===== src/logic/dccm_cfg_pkg.sv =====
//**********************************************************
// Data memory configuration: address and data sizes
//**********************************************************

package dccm_cfg_pkg;

   // Byte address width for 4 KB in total
   localparam int DCCM_ADDR_BITS = 12;

   // One data word with no check bits
   localparam int DCCM_DATA_BITS = 32;

   // Byte offset inside a 32-bit word
   localparam int DCCM_OFFSET_BITS = 2;

   typedef logic [DCCM_ADDR_BITS-1:0] dccm_addr_t;

   typedef logic [DCCM_DATA_BITS-1:0] dccm_data_t;

endpackage


===== src/logic/dccm_port_pkg.sv =====
//**********************************************************
// Data memory ports: write and read request bundles
//**********************************************************

package dccm_port_pkg;

   import dccm_cfg_pkg::*;

   // addr_hi and data_hi only matter for an unaligned write
   typedef struct packed {
      logic       en;
      dccm_addr_t addr_lo;
      dccm_addr_t addr_hi;
      dccm_data_t data_lo;
      dccm_data_t data_hi;
   } dccm_wr_req_t;

   // Both read halves come back one clock later
   typedef struct packed {
      logic       en;
      dccm_addr_t addr_lo;
      dccm_addr_t addr_hi;
   } dccm_rd_req_t;

endpackage


===== src/logic/dccm_bank_steer.sv =====
//**********************************************************
// Bank steering: per-bank enable, index and write data
//**********************************************************

module dccm_bank_steer #(
   parameter int NUM_BANKS = 4,
   localparam int BANK_BITS = $clog2(NUM_BANKS),
   localparam int INDEX_BITS =
      dccm_cfg_pkg::DCCM_ADDR_BITS - dccm_cfg_pkg::DCCM_OFFSET_BITS - BANK_BITS
) (
   input  dccm_port_pkg::dccm_wr_req_t                    wr_req,
   input  dccm_port_pkg::dccm_rd_req_t                    rd_req,
   output logic [NUM_BANKS-1:0]                           bank_we,
   output logic [NUM_BANKS-1:0]                           bank_en,
   output logic [NUM_BANKS-1:0][INDEX_BITS-1:0]           bank_index,
   output dccm_cfg_pkg::dccm_data_t [NUM_BANKS-1:0]       bank_wdata
);

   import dccm_cfg_pkg::*;

   typedef logic [BANK_BITS-1:0]  bank_t;
   typedef logic [INDEX_BITS-1:0] index_t;

   // Bank field sits right above the byte offset
   function automatic bank_t bank_of(input dccm_addr_t addr);
      return addr[DCCM_OFFSET_BITS +: BANK_BITS];
   endfunction

   // Index field sits above the bank field
   function automatic index_t index_of(input dccm_addr_t addr);
      return addr[DCCM_OFFSET_BITS + BANK_BITS +: INDEX_BITS];
   endfunction

   bank_t  wr_lo_bank;
   bank_t  wr_hi_bank;
   bank_t  rd_lo_bank;
   bank_t  rd_hi_bank;
   index_t wr_lo_index;
   index_t wr_hi_index;
   index_t rd_lo_index;
   index_t rd_hi_index;
   logic   wr_unaligned;
   logic   rd_unaligned;

   assign wr_lo_bank  = bank_of(wr_req.addr_lo);
   assign wr_hi_bank  = bank_of(wr_req.addr_hi);
   assign rd_lo_bank  = bank_of(rd_req.addr_lo);
   assign rd_hi_bank  = bank_of(rd_req.addr_hi);

   assign wr_lo_index = index_of(wr_req.addr_lo);
   assign wr_hi_index = index_of(wr_req.addr_hi);
   assign rd_lo_index = index_of(rd_req.addr_lo);
   assign rd_hi_index = index_of(rd_req.addr_hi);

   // Two adjacent words only when the halves land in different banks
   assign wr_unaligned = (wr_lo_bank != wr_hi_bank);
   assign rd_unaligned = (rd_lo_bank != rd_hi_bank);

   for (genvar i = 0; i < NUM_BANKS; i++) begin : g_bank
      logic wr_hit;
      logic rd_hit;
      logic wr_use_hi;
      logic rd_use_hi;
      index_t wr_index;
      index_t rd_index;

      assign wr_hit = wr_req.en &&
                      ((wr_lo_bank == bank_t'(i)) || (wr_hi_bank == bank_t'(i)));
      assign rd_hit = rd_req.en &&
                      ((rd_lo_bank == bank_t'(i)) || (rd_hi_bank == bank_t'(i)));

      // High half owns this bank only for an unaligned access
      assign wr_use_hi = wr_unaligned && (wr_hi_bank == bank_t'(i));
      assign rd_use_hi = rd_unaligned && (rd_hi_bank == bank_t'(i));

      assign wr_index = wr_use_hi ? wr_hi_index : wr_lo_index;
      assign rd_index = rd_use_hi ? rd_hi_index : rd_lo_index;

      assign bank_we[i]    = wr_hit;
      assign bank_en[i]    = wr_hit || rd_hit;

      // Write wins the single port of the bank
      assign bank_index[i] = wr_hit ? wr_index : rd_index;
      assign bank_wdata[i] = wr_use_hi ? wr_req.data_hi : wr_req.data_lo;
   end : g_bank

endmodule


===== config.mk =====
export PLATFORM = sky130hd
export DESIGN_NAME = dccm_bank_steer
export DESIGN_NICKNAME = d
export VERILOG_FILES = /design/src/logic/dccm_cfg_pkg.sv /design/src/logic/dccm_port_pkg.sv /design/src/logic/dccm_bank_steer.sv
export SDC_FILE = /design/constraint.sdc
export NUM_CORES = 1
export LEC_CHECK = 0
export ABC_AREA = 1
export ABC_CLOCK_PERIOD_IN_PS = 2700
export CAP_MARGIN = 40
export CORE_AREA = 8 8 104 106
export DETAILED_ROUTE_END_ITERATION = 6
export DIE_AREA = 0 0 112 114
export DONT_BUFFER_PORTS = 1
export MAX_ROUTING_LAYER = met4
export PLACE_DENSITY = 0.49
export SETUP_SLACK_MARGIN = 0.5
export SLEW_MARGIN = 20
export SYNTH_ARGS = -nofsm -noshare
export SYNTH_HDL_FRONTEND = slang
export SYNTH_SLANG_ARGS = --single-unit

===== constraint.sdc =====
create_clock -name vclk -period 2.7
set_clock_uncertainty 0.2 [all_clocks]
set_input_delay 0.54 -clock vclk [all_inputs]
set_output_delay 0.54 -clock vclk [all_outputs]
set_load 0.01 [all_outputs]

==> results of run 1 <==
-- synthesized netlist by cell type --
master and n:
buf_2 13, buf_4 5, buf_6 2, clkbuf_1 6
clkbuf_2 6, clkinv_1 6, inv_1 65, nand2_1 297
nand2_2 10, nand2_4 2, nand3_1 96, nand3b_1 8
nor2_2 4, nor2_4 2, o21ai_0 126, o21ai_1 5
-- worst max-delay path, stage by stage --
cell	delay, ns
nand2_2	0.19
nand2_4	0.12
clkbuf_16	0.22
o21ai_0	0.19
buf_4	0.16
-- cells by family (layout without fill, tap and decap cells) --
logic type      Yosys count  after routing  share of synthesized area
compound gates          131            131                      0.227
simple gates            419            419                      0.619
buf+inv                 103            181                      0.154
-- per-layer routing --
metal | up-vias | routed length (µm) | GRT usage
li1 | 2267 | - | -
met1 | 2095 | 6020 | 0.233
met2 | 354 | 8530 | 0.414
met3 | 39 | 1970 | 0.0644
met4 | 0 | 458 | 0.0504
met5 | - | 0 | -
-- report_power, final --
| group | internal, mW | switching, mW |
|---|---|---|
| combinational | 0.332 | 0.548 |
| sequential | 0 | 0 |
| clock | 0 | 0 |
| total | 0.332 | 0.548 |
-- what timing repair did --
item,in CTS,in global routing
buffers inserted,1,11
hold buffers,0,0
setup endpoints to repair,107,134
resized for setup,27,64
cloned,0,8
pin swaps,1,5
-- path summary, 6_finish.rpt --
path,from,end,slack (ns),cells after the start
max,wr_req[79],bank_wdata[101],0.53,5
min,rd_req[24],bank_en[1],1.01,2
-- per-stage QoR --
stage	utilization	instances
CTS	0.399	823
global placement	0.394	822
finish	0.445	842
detailed placement	0.394	822
floorplan	-	653
global route	0.445	842
-- final cells by class --
| type | count | share of cell area |
|---|---|---|
| timing repair buffer | 110 | 0.262 |
| inverter | 71 | 0.0707 |
| tap | 111 | 0.0343 |
| multi-input combinational | 550 | 0.633 |
==> impl_metrics.yaml, run 1 <==
finish:
  fin_area_um2: 4050
  synthToLayoutAreaGrowth_pct: 40.4
  layout-drive-gt1-share: 0.209
  multiInputGateArea_um2: 2570
  mostFrequentLayoutCells: "286 x nand2_1, 96 x nand3_1, 94 x buf_4"
  fillers: 972
  seq_cells: 0
  register_area_um2: 0
  n_clock_buffer: 0
  n_antenna_cell: 0
  final_nets: 847
  final_common_cell: "nand2_1"
global_route:
  grt_first_pass_wirelength_um: 23200
  track_usage: 0.225
  grt_overflow: 0
  grt_max_degree: 73
  antenna_found_initial: 0
  grt_pass1_vias: 4064
sta:
  setup_ws_ns: 0.525
  period_share: 0.805
  tns_ns: 0
  rsz0062_at_grt: "true"
  finalHoldViolations: 0
  setup_viol: 0
  timing.fmax_mhz: 460
  worstMarginPinSlew_ns: 0.399
  drv_slew: 0
  holdWs_ns: 1.01
  period_needed_ns: 2.17
  relSlewSlack: 0.731
logic_synthesis:
  synth_seq_area_share: 0
  syn_inst: 653
  synth_top_cell_area_share: 0.386
  yosysTopAreaCell: "nand2_1"
  yosysWarnings: 0
  syn-cell-area_um2: 2890
  ys_types: 16
  yosys-top-cells-area: "nand2_1 39%, o21ai_0 22%, nand3_1 17%, inv_1 8.4%, buf_2 2.3%"
  synth_area_per_cell_um2: 4.42
  syn-num-nets: 767
placed_design:
  pre_cts_slack_ns: 0.285
  placed_area_um2: 3590
  io_buffers: 0
  gp_congestion: 0.955
  hpwl_um: 12800
detailed_routing:
  drcViolationCount: 0
  vias: 4755
  vias_per_cell: 5.65
  first_pass_iters: 7
  routedWlPerCell_um: 20.2
  first_iter_violations: 657
  wirelength_um: 17000
  ant_nets: 0
floorplanning:
  die_height_um: 114
  core_area_um2: 9110
  io_pins: 282
  die_x_um: 112
  start_util: 0.317
  num_rows: 35
  die_area_um2: 12800
power:
  p_leak_nw: 2.39
  power_mw: 0.880
  vdd_ir_drop_max_v: 0.0000979
  power_density_nw_per_um2: 217
setup_path:
  cp.arrival_ns: 1.43
  crit_path_max_fanout: 36
  critPathRequiredTime_ns: 1.96
  worstSetupStartpointType: "input pin"
  crit_path_end_kind: "output pin"
  crit_type: "in2out"
min_path:
  hold_class: "in2out"
run:
  drv_cap: 0
outcome:
  outcome: "finished, final reports clean"
Note: power is estimated with default switching activity, not from simulation.
==> run 2, diff against run 1 <==
ABC_CLOCK_PERIOD_IN_PS = 1900   (was 2700)
PLACE_DENSITY = 0.51   (was 0.49)
clock period = 1.9 ns   (was 2.7 ns; I/O delays follow)
==> run 2 against run 1 <==
Cell count fell by 3.4%; sequential share of layout area unchanged; critical path depth increased by 2; final area grew 51%; sequential cell count is the same; combinational power is 110% higher; first-iteration DRC count is 27% lower; via count up 0.95%; global-route usage up 3.6 points; critical path type unchanged.
==> impl_metrics.yaml, run 2 (synthesis results as in run 1) <==
outcome:
  outcome: "finished, final reports clean"
sta:
  timing.fmax_mhz: 557
  rsz0062_at_grt: "true"
  drv_slew: 0
  period_needed_ns: 1.80
  tns_ns: 0
  setup_viol: 0
  period_share: 0.945
  worstMarginPinSlew_ns: 0.354
  relSlewSlack: 0.764
  finalHoldViolations: 0
detailed_routing:
  first_pass_iters: 4
  vias: 4800
  first_iter_violations: 479
  wirelength_um: 18600
  drcViolationCount: 0
  vias_per_cell: 5.90
  ant_nets: 0
  routedWlPerCell_um: 22.9
run:
  drv_cap: 0
placed_design:
  io_buffers: 0
  hpwl_um: 13200
  gp_congestion: 0.918
  placed_area_um2: 4400
finish:
  n_antenna_cell: 0
  fin_area_um2: 6130
  register_area_um2: 0
  n_clock_buffer: 0
  final_nets: 818
  synthToLayoutAreaGrowth_pct: 112
  mostFrequentLayoutCells: "171 x nand2_1, 79 x o21ai_4, 74 x nand3_1"
  final_common_cell: "nand2_1"
  layout-drive-gt1-share: 0.550
  seq_cells: 0
global_route:
  grt_pass1_vias: 4627
  grt_first_pass_wirelength_um: 26500
  grt_max_degree: 47
  antenna_found_initial: 0
  track_usage: 0.260
  grt_overflow: 0
setup_path:
  crit_path_max_fanout: 6
  cp.arrival_ns: 1.22
  crit_type: "in2out"
  cp_common_cell: "nand2_2"
  worstSetupStartpointType: "input pin"
  critPathRequiredTime_ns: 1.32
  worst_path_largest_cell_delay_ns: 0.21
  crit_family: "simple AND/OR/NAND/NOR gates"
  crit_chain: "nor2_4 > nand2_8 > buf_12 > nand2_1 > nand2_2 > nand2_2 > nand2_2"
  critPathSlowestCell: "nor2_4"
  path_buf_inv: 1
  crit_path_end_kind: "output pin"
floorplanning:
  num_rows: 35
  core_area_um2: 9110
  io_pins: 282
  die_x_um: 112
  die_height_um: 114
  die_area_um2: 12800
  start_util: 0.317
power:
  p_leak_nw: 2.84
  power_mw: 1.81
  vdd_ir_drop_max_v: 0.000160
  power_density_nw_per_um2: 296
clock_network:
  ctsHoldBuffers: 0
min_path:
  holdPathStages: 2
  hold_start: "wr_req[37]"
  min_to: "bank_wdata[101]"
  hold_class: "in2out"
## run 2: area by class of cell
| class | count | area, µm² |
|---|---|---|
| multi-input cells | 553 | 4480 |
| fillers | 752 | 2980 |
| repair buffers | 75 | 1140 |
| inverters | 71 | 344 |
| well taps | 111 | 139 |
| repair inverters | 3 | 30.0 |
## run 2: where the power goes
part	switching (mW)	total (mW)	internal [mW]	leakage, nW
registers	0	0	0	0
logic	1.13	1.81	0.681	2.84
clock network	0	0	0	0
## run 2: how the worst max path moves through the flow
stage	end	slack, ns	from	cells past startpoint
after floorplan	bank_index[10]	0.27	wr_req[66]	8
after CTS	bank_index[19]	0.15	wr_req[78]	8
after detailed placement	bank_wdata[93]	0.07	wr_req[78]	6
after global routing	bank_index[2]	0.06	wr_req[67]	7
after global placement	bank_index[23]	0.07	wr_req[78]	7
final	bank_index[2]	0.10	wr_req[67]	7
## run 2: stage by stage
stage                util  cells  setup WS (ns)  hold WS [ns]
CTS                 0.612    805          0.151         0.654
global placement    0.483    762         0.0659         0.657
finish              0.673    813          0.104         0.652
floorplan               -    653          0.272         0.651
global route        0.673    813         0.0639         0.660
detailed placement  0.483    762         0.0656         0.659
## run 2: metal layers
layer / share of wire / GRT usage
met5: 0 / -
met4: 0.028 / 0.0737
met3: 0.087 / 0.0692
met2: 0.54 / 0.492
met1: 0.34 / 0.260
## run 2: repair_timing
action                                  CTS  global route
buffers inserted                         31             4
resized for setup                       121            89
endpoints found under the setup margin  168           168
pin swaps                                46            45
gates cloned                             12             4
endpoints found under the hold margin     0             0
==> run 3, diff against run 2 <==
ABC_CLOCK_PERIOD_IN_PS = 1500   (was 1900)
clock period = 1.5 ns   (was 1.9 ns; I/O delays follow)
==> run 3 against run 2 <==
The flow now finishes with violations (negative setup slack); via count rose by 0.88%; core utilization increased by 2.6 points; sequential share of layout area stayed put; combinational power rose by 31%; first-iteration DRC count is 12% lower; largest cell class unchanged; largest power group unchanged.
==> impl_metrics.yaml, run 3 (synthesis results as in run 1) <==
sta:
  drv_slew: 0
  period_share: 1.08
  worstMarginPinSlew_ns: 0.383
  finalHoldViolations: 0
  relSlewSlack: 0.745
  period_needed_ns: 1.61
  timing.fmax_mhz: 620
  setup_viol: 123
  tns_ns: -7.56
  rsz0062_at_grt: "true"
  setup_ws_ns: -0.113
finish:
  final_nets: 825
  final_common_cell: "nand2_1"
  fin_area_um2: 6360
  n_antenna_cell: 0
  instances_no_fill: 820
  layout-drive-gt1-share: 0.618
  synthToLayoutAreaGrowth_pct: 120
  seq_cells: 0
  n_clock_buffer: 0
  mostFrequentLayoutCells: "130 x nand2_1, 109 x nand2_2, 87 x o21ai_4"
  register_area_um2: 0
global_route:
  grt_max_degree: 46
  grt_first_pass_wirelength_um: 27400
  track_usage: 0.270
  antenna_found_initial: 0
  grt_pass1_vias: 4750
  grt_overflow: 0
detailed_routing:
  routedWlPerCell_um: 23.3
  ant_nets: 0
  vias_per_cell: 5.90
  first_pass_iters: 4
  vias: 4842
  wirelength_um: 19100
  drcViolationCount: 0
  first_iter_violations: 420
power:
  power_mw: 2.38
  power_density_nw_per_um2: 373
  p_leak_nw: 2.88
  vdd_ir_drop_max_v: 0.000237
floorplanning:
  die_area_um2: 12800
  start_util: 0.317
  core_area_um2: 9110
  die_height_um: 114
  die_x_um: 112
  num_rows: 35
  io_pins: 282
setup_path:
  critPathRequiredTime_ns: 1.00
  cp.arrival_ns: 1.11
  worstSetupStartpointType: "input pin"
  crit_type: "in2out"
  crit_path_max_fanout: 9
  crit_path_end_kind: "output pin"
min_path:
  holdPathStages: 2
  hold_start: "wr_req[32]"
  hold_class: "in2out"
  min_to: "bank_wdata[96]"
placed_design:
  hpwl_um: 13700
  placed_area_um2: 4510
  pre_cts_slack_ns: -0.119
  io_buffers: 0
  dp.cells: 775
  gp_congestion: 0.929
run:
  drv_cap: 0
outcome:
  violations: "negative setup slack"
  outcome: "finished, violations left"
-- run 3: changes by cell type in the layout (fill, tap and decap cells not counted), moves of 6 or more --
cell     delta
o21ai_4     +8
o21ai_2     -8
buf_12      -6
nand2_2    +44
nand2_1    -41
-- run 3: power by group --
part / switching (mW) / internal [mW]
clock network: 0 / 0
logic: 1.48 / 0.901
registers: 0 / 0
-- run 3: metrics by stage --
stage | hold WS, ns | util
floorplan | 0.491 | -
global placement | 0.498 | 0.495
detailed placement | 0.499 | 0.495
CTS | 0.498 | 0.628
global route | 0.500 | 0.699
finish | 0.497 | 0.699
-- run 3: worst max-delay path by stage --
stage | start | end | slack, ns
6_report | wr_req[78] | bank_index[23] | -0.11
5_1_grt | wr_req[79] | bank_wdata[48] | -0.14
3_5_place_dp | wr_req[78] | bank_wdata[67] | -0.12
4_1_cts | wr_req[78] | bank_index[23] | -0.09
3_3_place_gp | wr_req[78] | bank_wdata[67] | -0.10
2_1_floorplan | wr_req[66] | bank_index[10] | 0.03
-- run 3: layout make-up --
cell class                      count  area (µm²)
Multi-Input combinational cell    555        4700
Fill cell                         733        2740
Timing Repair Buffer               79        1130
Inverter                           71         332
Tap cell                          111         139
Timing Repair inverter              4        57.6
-- run 3: per-layer routing --
layer / part of all wire / track usage / vias up
met3: 0.074 / 0.0539 / 33
met4: 0.024 / 0.0558 / 0
li1: - / - / 2236
met1: 0.35 / 0.276 / 2336
met5: 0 / - / -
met2: 0.55 / 0.522 / 237
-- run 3: timing repair --
item | 4_1_cts | 5_1_grt
gates cloned | 13 | 8
pin swaps | 50 | 30
resized for setup | 168 | 107
setup endpoints to repair | 168 | 168
hold buffers | 0 | 0
buffers inserted | 20 | 4
-- run 3: critical path: stages --
cell and delay [ns]:
clkinvlp_4 0.10, nand2_4 0.15, nand2_8 0.13, buf_6 0.15, nand2_1 0.04, nand2_1 0.08
nand2_2 0.09, nand2_2 0.08
