--- src/logic/dccm_cfg_pkg.sv ---
//**********************************************************
// Data memory configuration: address and data sizes
//**********************************************************

package dccm_cfg_pkg;

   // Byte address width for 4 KB in total
   localparam int DCCM_ADDR_BITS = 12;

   // One data word with no check bits
   localparam int DCCM_DATA_BITS = 32;

   // Byte offset inside a 32-bit word
   localparam int DCCM_OFFSET_BITS = 2;

   typedef logic [DCCM_ADDR_BITS-1:0] dccm_addr_t;

   typedef logic [DCCM_DATA_BITS-1:0] dccm_data_t;

endpackage

--- src/logic/dccm_rd_align.sv ---
//**********************************************************
// Read aligner: steers bank outputs to low and high data
//**********************************************************

module dccm_rd_align #(
   parameter int NUM_BANKS = 4,
   localparam int BANK_BITS = $clog2(NUM_BANKS)
) (
   input  logic                                     clk,
   input  logic                                     reset,
   input  dccm_cfg_pkg::dccm_addr_t                 rd_addr_lo,
   input  dccm_cfg_pkg::dccm_addr_t                 rd_addr_hi,
   input  dccm_cfg_pkg::dccm_data_t [NUM_BANKS-1:0] bank_rdata,
   output dccm_cfg_pkg::dccm_data_t                 rd_data_lo,
   output dccm_cfg_pkg::dccm_data_t                 rd_data_hi
);

   import dccm_cfg_pkg::*;

   logic [BANK_BITS-1:0] lo_bank_q;
   logic [BANK_BITS-1:0] hi_bank_q;

   // Bank numbers follow the bank read latency by one clock
   always_ff @(posedge clk) begin
      if (reset) begin
         lo_bank_q <= '0;
         hi_bank_q <= '0;
      end else begin
         lo_bank_q <= rd_addr_lo[DCCM_OFFSET_BITS +: BANK_BITS];
         hi_bank_q <= rd_addr_hi[DCCM_OFFSET_BITS +: BANK_BITS];
      end
   end

   // For an aligned read both select the same bank
   assign rd_data_lo = bank_rdata[lo_bank_q];
   assign rd_data_hi = bank_rdata[hi_bank_q];

endmodule

--- config.mk ---
export PLATFORM = sky130hd
export DESIGN_NAME = dccm_rd_align
export DESIGN_NICKNAME = d
export VERILOG_FILES = /design/src/logic/dccm_cfg_pkg.sv /design/src/logic/dccm_rd_align.sv
export SDC_FILE = /design/constraint.sdc
export NUM_CORES = 1
export LEC_CHECK = 0
export BUFFER_PORTS_ARGS = -buffer_cell sky130_fd_sc_hd__buf_2
export CAP_MARGIN = 20
export CORE_AREA = 3 3 84 86
export CTS_CLUSTER_DIAMETER = 100
export CTS_CLUSTER_SIZE = 10
export DETAILED_ROUTE_END_ITERATION = 8
export DIE_AREA = 0 0 87 89
export GPL_ROUTABILITY_DRIVEN = 0
export PLACE_DENSITY = 0.79
export SYNTH_ARGS = -nofsm -noshare
export SYNTH_HDL_FRONTEND = slang
export SYNTH_SLANG_ARGS = --single-unit
--- constraint.sdc ---
create_clock -name clk -period 2.4 [get_ports clk]
set_clock_uncertainty 0.2 [all_clocks]
set_input_delay 0.12 -clock clk [delete_from_list [all_inputs] [get_ports clk]]
set_output_delay 0.12 -clock clk [all_outputs]
set_load 0.05 [all_outputs]
==> results.py, run 1 <==
metrics = {
    "grt": {
        "grt_overflow": 0,
        "antenna_found_initial": 0,
        "grt_pass1_wl_um": 9650,
        "grt_max_degree": 18,
        "grt_pass1_vias": 2104,
        "grt.total_usage": 0.158,
    },
    "logic_synthesis": {
        "synth-edff-count": 0,
        "avgSynthCellArea_sq_um": 20.2,
        "ys_types": 7,
        "synth_most_common_cell": "mux4_2",
        "ys_top_cells_by_area": "mux4_2, buf_12, mux4_1",
        "synth_largest_area_cell": "mux4_2",
        "synth-main-ff-cell": "dfxtp_1",
        "synth_nets": 240,
        "synth_area_sq_um": 1730,
        "synth_top_area_frac": 0.779,
        "ys_async_sr_fraction": 0,
        "synth_seq_cells": 4,
        "synthCells": 86,
        "synth.yosys.warnings": 0,
        "synth_seq_area_share": 0.0462,
        "synth_common_cells": "mux4_2, buf_12, buf_2",
    },
    "die": {
        "start_util": 0.273,
        "dieArea_sq_um": 7740,
        "core_sq_um": 6350,
        "die_h_um": 89,
        "num_rows": 29,
        "die_w_um": 87,
        "ios": 218,
    },
    "finish": {
        "regArea_sq_um": 82.6,
        "nets": 441,
        "fin_util": 0.441,
        "layout-drive-gt1-share": 0.947,
        "multi_input_area_sq_um": 1480,
        "final_area_sq_um": 2800,
        "area_delta_synth_final_pct": 61.3,
        "antenna_cells": 0,
        "n_fill_cell": 587,
    },
    "timing": {
        "fmax_mhz": 504,
        "timing.final.crit_period_ns": 1.98,
        "setup-tns-final_ns": 0,
        "setup_viol": 0,
        "rsz0062_at_grt": "no",
        "slew_viol_final": 0,
        "finalCritPeriodShare": 0.826,
        "relSlewSlack": 0.779,
        "hold_violations": 0,
        "tightestPinTransition_ns": 0.332,
    },
    "run_status": {
        "outcome": "finished, final reports clean",
    },
    "critical_path": {
        "cp_data_arrival_time_ns": 1.66,
        "crit_fanout": 17,
        "start_kind": "flop",
        "cp_slowest_cell": "mux4_1",
        "path_delay_family": "multiplexers",
        "cp_cell_sequence": "buf_4, mux4_1, buf_2",
        "crit_required_ns": 2.08,
        "worst_setup_path_end_kind": "primary output",
        "cp.buffers_inverters": 2,
        "path_class": "reg2out",
        "cpPeakStageDelay_ns": 0.60,
    },
    "power_and_ir_drop": {
        "switchingPower_uw": 618,
        "p_total_mw": 1.12,
        "intPower_uw": 505,
        "combPwrFrac": 0.812,
        "switching_share": 0.550,
        "p_clk_frac": 0.123,
        "power_density_nw_per_um2": 401,
        "vdd_ir_drop_max_uv": 283,
        "p_leak_nw": 1.28,
        "seqPwrFrac": 0.065,
    },
    "place": {
        "dpl.hpwl_um": 5690,
        "io_buffers": 197,
        "place_area_sq_um": 2710,
    },
    "job": {
        "max_cap_viol_count": 0,
    },
    "route": {
        "wirelength_um": 6500,
        "via_count": 1970,
        "viasPerCell": 5.44,
        "ant_nets": 0,
        "drt_pass1_iterations": 4,
        "drc_errors": 0,
        "drt-initial-drc-count": 57,
        "routedWlPerCell_um": 18.0,
    },
    "clock_tree": {
        "cts_tree": "built",
        "h-tree-depth": 1,
        "cts_resized": 0,
        "cts_root_buf": "clkbuf_8",
        "cts_num_sinks": 4,
        "numCtsBuffers": 3,
        "clk_path_buf_depth": 2,
        "path_clk_slew_ns": 0.03,
    },
    "worst_hold_path": {
        "holdCritPathClass": "in2reg",
    },
}
[layout make-up]
cell class                      instances  share of cell area
Multi-Input combinational cell         68               0.530
Timing Repair Buffer                  210               0.392
Tap cell                               77              0.0344
Sequential cell                         4              0.0295
Clock buffer                            3              0.0148
[placed cells by master, fill, tap and decap left out]
cell type | synthesis | layout
dfxtp_2 | 0 | 2
buf_4 | 0 | 8
buf_2 | 6 | 197
clkbuf_8 | 0 | 3
nor2b_1 | 4 | 4
mux4_2 | 60 | 60
mux4_1 | 4 | 4
dfxtp_1 | 4 | 2
dlygate4sd3_1 | 0 | 5
[flip-flops by register name, indices dropped and copies added (netlist names)]
signal,flops
hi_bank_q,2
lo_bank_q,2
[cells by family after synthesis]
kind of cell / after synthesis / synth area share
simple gates: 4 / 0.0144
buf+inv: 14 / 0.0996
mux: 64 / 0.840
flops: 4 / 0.0462
[per-layer routing]
layer  global-route usage  share of wire  vias up
met5                    0              0        -
met4               0.0283         0.0029        0
met3               0.0203          0.091        2
met2                0.346           0.60      127
met1                0.153           0.30      993
li1                     -              -      848
[worst paths after layout]
check | cells after the start | startpoint | slack (ns) | to
setup / recovery | 3 | lo_bank_q[0]$_SDFF_PP0_ | 0.42 | rd_data_lo[0]
hold / removal | 3 | reset | 0.44 | lo_bank_q[0]$_SDFF_PP0_
[power by group through the flow]
stage / Sequential (mW) / Clock, mW / Combinational [mW]
2_1_floorplan: 0.0737 / 0 / 0.677
3_3_place_gp: 0.0734 / 0 / 0.889
3_5_place_dp: 0.0735 / 0 / 0.912
4_1_cts: 0.0726 / 0.144 / 0.919
5_1_grt: 0.0731 / 0.150 / 0.955
6_report: 0.0726 / 0.139 / 0.912
[metrics by stage]
stage,cells,hold slack [ns],worst slack (ns)
4_1_cts,362,0.434,0.393
3_3_place_gp,354,0.118,0.644
2_1_floorplan,86,-0.00839,0.840
5_1_grt,362,0.456,0.294
3_5_place_dp,354,0.120,0.623
6_report,362,0.444,0.417
[timing repair]
item	4_1_cts	5_1_grt
hold buffers	5	0
endpoints found under the hold margin	4	0
setup buffers	0	0
No activity file was read; power rests on OpenSTA's default activity.
==> inputs of run 2 (changes only) <==
--- a/config.mk
+++ b/config.mk
@@ -5,15 +5,16 @@
 export SDC_FILE = /design/constraint.sdc
 export NUM_CORES = 1
 export LEC_CHECK = 0
+export ABC_AREA = 1
 export BUFFER_PORTS_ARGS = -buffer_cell sky130_fd_sc_hd__buf_2
 export CAP_MARGIN = 20
-export CORE_AREA = 3 3 84 86
+export CORE_MARGIN = 3
+export CORE_UTILIZATION = 35
 export CTS_CLUSTER_DIAMETER = 100
 export CTS_CLUSTER_SIZE = 10
 export DETAILED_ROUTE_END_ITERATION = 8
-export DIE_AREA = 0 0 87 89
 export GPL_ROUTABILITY_DRIVEN = 0
-export PLACE_DENSITY = 0.79
+export PLACE_DENSITY = 0.83
 export SYNTH_ARGS = -nofsm -noshare
 export SYNTH_HDL_FRONTEND = slang
 export SYNTH_SLANG_ARGS = --single-unit
==> constraint.sdc (replaced) <==
create_clock -name clk -period 2 [get_ports clk]
set_clock_uncertainty 0.2 [all_clocks]
set_input_delay 0.1 -clock clk [delete_from_list [all_inputs] [get_ports clk]]
set_output_delay 0.1 -clock clk [all_outputs]
set_load 0.05 [all_outputs]
==> run 2 against run 1 <==
Routed wire length up 51%. Total power up 38%. Area after synthesis grew 59%. Sequential cell count did not move. First-iteration DRC count increased to 3.3 times the previous value. Die area is 16% higher. Cell count rose to 2.5 times the previous value. Critical path depth is 3 higher. Synthesized cell count grew to 7.3 times the previous value. Clock power increased by 24%. Core utilization grew 7.3 points. Largest cell class unchanged.
==> results.py, run 2 <==
metrics = {
    "logic_synthesis": {
        "ys_top_cells_by_area": "nand2_1, nand3_1, inv_1",
        "synthCells": 632,
        "synth_area_sq_um": 2760,
        "avgSynthCellArea_sq_um": 4.36,
        "synth_seq_cells": 4,
        "synth_top_area_frac": 0.436,
        "ys_types": 9,
        "synth.yosys.warnings": 0,
        "synth-main-ff-cell": "dfxtp_1",
        "ys_async_sr_fraction": 0,
        "synth_most_common_cell": "nand2_1",
        "synth_largest_area_cell": "nand2_1",
        "synth-edff-count": 0,
        "synth_seq_area_share": 0.0291,
        "synth_nets": 786,
        "synth_common_cells": "nand2_1, inv_1, nand3_1",
    },
    "clock_tree": {
        "cts_setup_buffers": 0,
        "numCtsBuffers": 3,
        "cts_num_sinks": 4,
        "path_clk_slew_ns": 0.03,
        "clk_path_buf_depth": 2,
        "cts_root_buf": "clkbuf_8",
        "cts_tree": "built",
        "h-tree-depth": 1,
    },
    "die": {
        "num_rows": 31,
        "ios": 218,
        "core_sq_um": 7450,
        "dieArea_sq_um": 8970,
        "die_h_um": 94.7,
        "start_util": 0.370,
        "die_w_um": 94.7,
    },
    "finish": {
        "multi_input_area_sq_um": 1860,
        "final_cell_mix": "nand2_1, buf_2, inv_1, nand3_1, buf_4",
        "final_common_cell": "nand2_1",
        "antenna_cells": 0,
        "n_fill_cell": 797,
        "layout-drive-gt1-share": 0.268,
        "regArea_sq_um": 82.6,
        "reg_top3": "hi_bank_q: 2 flops, lo_bank_q: 2 flops",
        "area_delta_synth_final_pct": 38.9,
        "fin_util": 0.514,
        "nets": 969,
        "final_area_sq_um": 3830,
    },
    "critical_path": {
        "cp_data_arrival_time_ns": 1.44,
        "worst_setup_path_end_kind": "primary output",
        "cp.buffers_inverters": 3,
        "cp_slowest_cell": "dfxtp_2",
        "path_class": "reg2out",
        "crit_fanout": 25,
        "crit_required_ns": 1.70,
        "path_delay_family": "buffers and inverters",
        "start_kind": "flop",
        "path_common_cell": "nand2_1",
        "cp_cell_sequence": "inv_2, buf_12, nand2_1, nand3_1, nand2_1, buf_2",
        "cpPeakStageDelay_ns": 0.33,
    },
    "route": {
        "wirelength_um": 9840,
        "drt-initial-drc-count": 189,
        "viasPerCell": 4.67,
        "routedWlPerCell_um": 10.8,
        "ant_nets": 0,
        "drc_errors": 0,
        "via_count": 4256,
        "drt_pass1_iterations": 6,
    },
    "timing": {
        "setup_viol": 0,
        "hold_violations": 0,
        "tightestPinTransition_ns": 0.360,
        "relSlewSlack": 0.760,
        "fmax_mhz": 576,
        "rsz0062_at_grt": "no",
        "slew_viol_final": 0,
        "timing.final.crit_period_ns": 1.74,
        "setup-tns-final_ns": 0,
        "finalCritPeriodShare": 0.869,
        "setup_slack_ns": 0.262,
    },
    "grt": {
        "antenna_found_initial": 0,
        "grt_overflow": 0,
        "grt.total_usage": 0.200,
        "grt_pass1_vias": 3643,
        "grt_max_degree": 65,
        "grt_pass1_wl_um": 15200,
    },
    "run_status": {
        "outcome": "finished, final reports clean",
    },
    "place": {
        "dpl.hpwl_um": 7360,
        "place_area_sq_um": 3710,
        "io_buffers": 197,
        "preCtsSetupSlack_ns": 0.471,
    },
    "power_and_ir_drop": {
        "combPwrFrac": 0.831,
        "vdd_ir_drop_max_uv": 294,
        "switchingPower_uw": 965,
        "power_density_nw_per_um2": 405,
        "switching_share": 0.623,
        "p_clk_frac": 0.111,
        "p_leak_nw": 2.75,
        "seqPwrFrac": 0.058,
        "p_total_mw": 1.55,
        "intPower_uw": 584,
    },
    "job": {
        "max_cap_viol_count": 0,
    },
    "worst_hold_path": {
        "holdCritPathClass": "in2reg",
    },
}
-- run 2: cell count changes after synthesis, sizes merged --
cell | before | now
nand3 | 0 | 128
nand2 | 0 | 320
nor2 | 0 | 4
nor2b | 4 | 0
mux4 | 64 | 0
buf | 14 | 40
inv | 0 | 136
-- run 2: layout make-up --
cell class,count,share of cell area
clock buffer,3,0.0108
multi-input combinational,452,0.485
timing repair buffer,218,0.317
tap,99,0.0324
inverter,136,0.133
sequential,4,0.0216
-- run 2: final timing paths --
check	depth (start not counted)	slack, ns	start	endpoint
worst max-delay path	6	0.26	lo_bank_q[0]$_SDFF_PP0_	rd_data_lo[22]
worst min-delay path	4	0.43	rd_addr_lo[2]	lo_bank_q[0]$_SDFF_PP0_
-- run 2: timing repair --
action / in CTS / in global routing
resized for setup: 0 / 0
endpoints found under the hold margin: 4 / 0
hold buffers: 7 / 0
-- run 2: cells by family (layout without fill, tap and decap cells) --
| kind of cell | after synthesis | in the layout | synth area share |
|---|---|---|---|
| buf+inv | 176 | 357 | 0.297 |
| flops | 4 | 4 | 0.0291 |
| simple gates | 452 | 452 | 0.674 |
-- run 2: power by group through the flow --
stage	Sequential, mW	Combinational (mW)	Clock [mW]
after CTS	0.0899	1.28	0.177
final	0.0898	1.29	0.172
after global placement	0.0905	1.26	0
after detailed placement	0.0909	1.27	0
after floorplan	0.0878	0.950	0
after global routing	0.0905	1.39	0.181
-- run 2: layer usage --
| layer | global-route usage | vias up | part of all wire |
|---|---|---|---|
| met1 | 0.234 | 1776 | 0.39 |
| met4 | 0.0577 | 0 | 0.017 |
| li1 | - | 2211 | - |
| met3 | 0.0239 | 20 | 0.10 |
| met2 | 0.379 | 249 | 0.49 |
| met5 | 0 | - | 0 |
-- run 2: per-stage QoR --
step | instances | hold WS, ns
final | 912 | 0.433
after global placement | 902 | 0.105
after CTS | 912 | 0.424
after detailed placement | 902 | 0.111
after floorplan | 632 | -0.0288
after global routing | 912 | 0.466
==> inputs of run 3 (changes only) <==
--- a/config.mk
+++ b/config.mk
@@ -9,12 +9,12 @@
 export BUFFER_PORTS_ARGS = -buffer_cell sky130_fd_sc_hd__buf_2
 export CAP_MARGIN = 20
 export CORE_MARGIN = 3
-export CORE_UTILIZATION = 35
+export CORE_UTILIZATION = 41
 export CTS_CLUSTER_DIAMETER = 100
 export CTS_CLUSTER_SIZE = 10
 export DETAILED_ROUTE_END_ITERATION = 8
 export GPL_ROUTABILITY_DRIVEN = 0
-export PLACE_DENSITY = 0.83
+export PLACE_DENSITY = 0.93
 export SYNTH_ARGS = -nofsm -noshare
 export SYNTH_HDL_FRONTEND = slang
 export SYNTH_SLANG_ARGS = --single-unit
==> run 3 against run 2 <==
Combinational power hardly changed. First-iteration DRC count rose by 24%. Clock-buffer cell count is the same. Sequential cell count stayed put. Clock power about the same. Core utilization rose by 6.8 points.
==> results.py, run 3 (synthesized netlist as in run 2, its figures left out) <==
metrics = {
    "critical_path": {
        "start_kind": "flop",
        "crit_required_ns": 1.70,
        "cp_data_arrival_time_ns": 1.52,
        "path_common_cell": "nand2_1",
        "cp-startpoint": "lo_bank_q[0]$_SDFF_PP0_",
        "path_class": "reg2out",
        "cp_slowest_cell": "dfxtp_2",
        "cpPeakStageDelay_ns": 0.32,
        "worst_setup_path_end_kind": "primary output",
        "crit_fanout": 21,
        "cp_cell_sequence": "inv_2, buf_4, nand2_1, nand3_1, nand2_1, buf_2",
    },
    "timing": {
        "slew_viol_final": 0,
        "timing.final.crit_period_ns": 1.82,
        "hold_violations": 0,
        "tightestPinTransition_ns": 0.614,
        "fmax_mhz": 548,
        "rsz0062_at_grt": "no",
        "finalCritPeriodShare": 0.912,
        "relSlewSlack": 0.591,
        "setup_viol": 0,
        "setup-tns-final_ns": 0,
    },
    "clock_tree": {
        "cts_num_sinks": 4,
        "numCtsBuffers": 3,
        "path_clk_slew_ns": 0.03,
        "cts_tree": "built",
        "h-tree-depth": 1,
        "cts_setup_buffers": 0,
        "cts_root_buf": "clkbuf_8",
        "clk_path_buf_depth": 2,
    },
    "finish": {
        "area_delta_synth_final_pct": 35.6,
        "multi_input_area_sq_um": 1860,
        "regArea_sq_um": 82.6,
        "final_cell_mix": "nand2_1, buf_2, inv_1, nand3_1, buf_4",
        "fin_util": 0.582,
        "antenna_cells": 0,
        "layout-drive-gt1-share": 0.267,
        "final_common_cell": "nand2_1",
        "n_fill_cell": 657,
        "reg_top3": "hi_bank_q: 2 flops, lo_bank_q: 2 flops",
        "nets": 965,
    },
    "power_and_ir_drop": {
        "vdd_ir_drop_max_uv": 393,
        "power_density_nw_per_um2": 411,
        "p_leak_nw": 2.72,
    },
    "die": {
        "num_rows": 29,
        "ios": 218,
        "die_w_um": 88.0,
        "die_h_um": 88.0,
        "start_util": 0.429,
        "core_sq_um": 6420,
        "dieArea_sq_um": 7740,
    },
    "route": {
        "drt_pass1_iterations": 5,
        "drc_errors": 0,
        "wirelength_um": 9700,
        "viasPerCell": 4.92,
        "via_count": 4355,
        "ant_nets": 0,
        "drt-initial-drc-count": 235,
        "routedWlPerCell_um": 10.9,
    },
    "grt": {
        "grt_pass1_wl_um": 15400,
        "grt_overflow": 0,
        "antenna_found_initial": 0,
        "grt.total_usage": 0.233,
        "grt_max_degree": 65,
        "grt_pass1_vias": 3882,
    },
    "worst_hold_path": {
        "min_from": "reset",
        "holdCritPathClass": "in2reg",
    },
    "place": {
        "dpl.hpwl_um": 7280,
        "io_buffers": 197,
    },
    "job": {
        "max_cap_viol_count": 0,
    },
    "run_status": {
        "outcome": "finished, final reports clean",
    },
}
[run 3: changes by cell type in the layout (fill, tap and decap cells not counted)]
cell           change
buf_6              +2
inv_4              +1
buf_4              -1
inv_2              -1
buf_12             -3
dlygate4sd3_1      -2
[run 3: report_power, final]
| group | switching (mW) | total (mW) | internal [mW] |
|---|---|---|---|
| Combinational | 0.916 | 1.27 | 0.359 |
| Clock | 0.0450 | 0.174 | 0.129 |
| Sequential | 0.00388 | 0.0891 | 0.0853 |
| Total | 0.965 | 1.54 | 0.572 |
[run 3: path summary, 6_finish.rpt]
check,depth (start not counted),end
min,3,lo_bank_q[0]$_SDFF_PP0_
max,6,rd_data_lo[18]
[run 3: layout make-up]
| cell class | instances | area share |
|---|---|---|
| inverter | 136 | 0.137 |
| tap | 77 | 0.0258 |
| timing repair buffer | 214 | 0.307 |
| multi-input combinational | 452 | 0.497 |
| sequential | 4 | 0.0221 |
| clock buffer | 3 | 0.0111 |
[run 3: what timing repair did]
item | 4_1_cts | 5_1_grt
hold endpoints to repair | 4 | 0
resized for setup | 1 | 2
hold buffers | 5 | 0
setup endpoints to repair | 32 | 6
[run 3: worst max-delay path, delay by kind of cell, from the launching register on]
family,cells,cell delay (ns)
buffers and inverters,3,0.75
DFF,1,0.32
and+or+nand+nor,3,0.23
[run 3: metal layers]
| metal | GRT usage | vias to the layer above | part of all wire |
|---|---|---|---|
| met5 | 0 | - | 0 |
| met4 | 0.0781 | 0 | 0.015 |
| met3 | 0.0216 | 24 | 0.10 |
| met2 | 0.466 | 261 | 0.50 |
| met1 | 0.251 | 1866 | 0.38 |
| li1 | - | 2204 | - |
[run 3: stage by stage]
step	worst slack (ns)	std cells	power (mW)	hold WS [ns]	cell area [sq um]
finish	0.176	886	1.54	0.435	3740
global route	0.0536	886	1.65	0.471	3740
CTS	0.0936	886	1.54	0.405	3730
detailed placement	0.169	878	1.35	0.105	3630
global placement	0.179	878	1.33	0.0969	3630
floorplan	0.605	632	1.04	-0.0288	2760
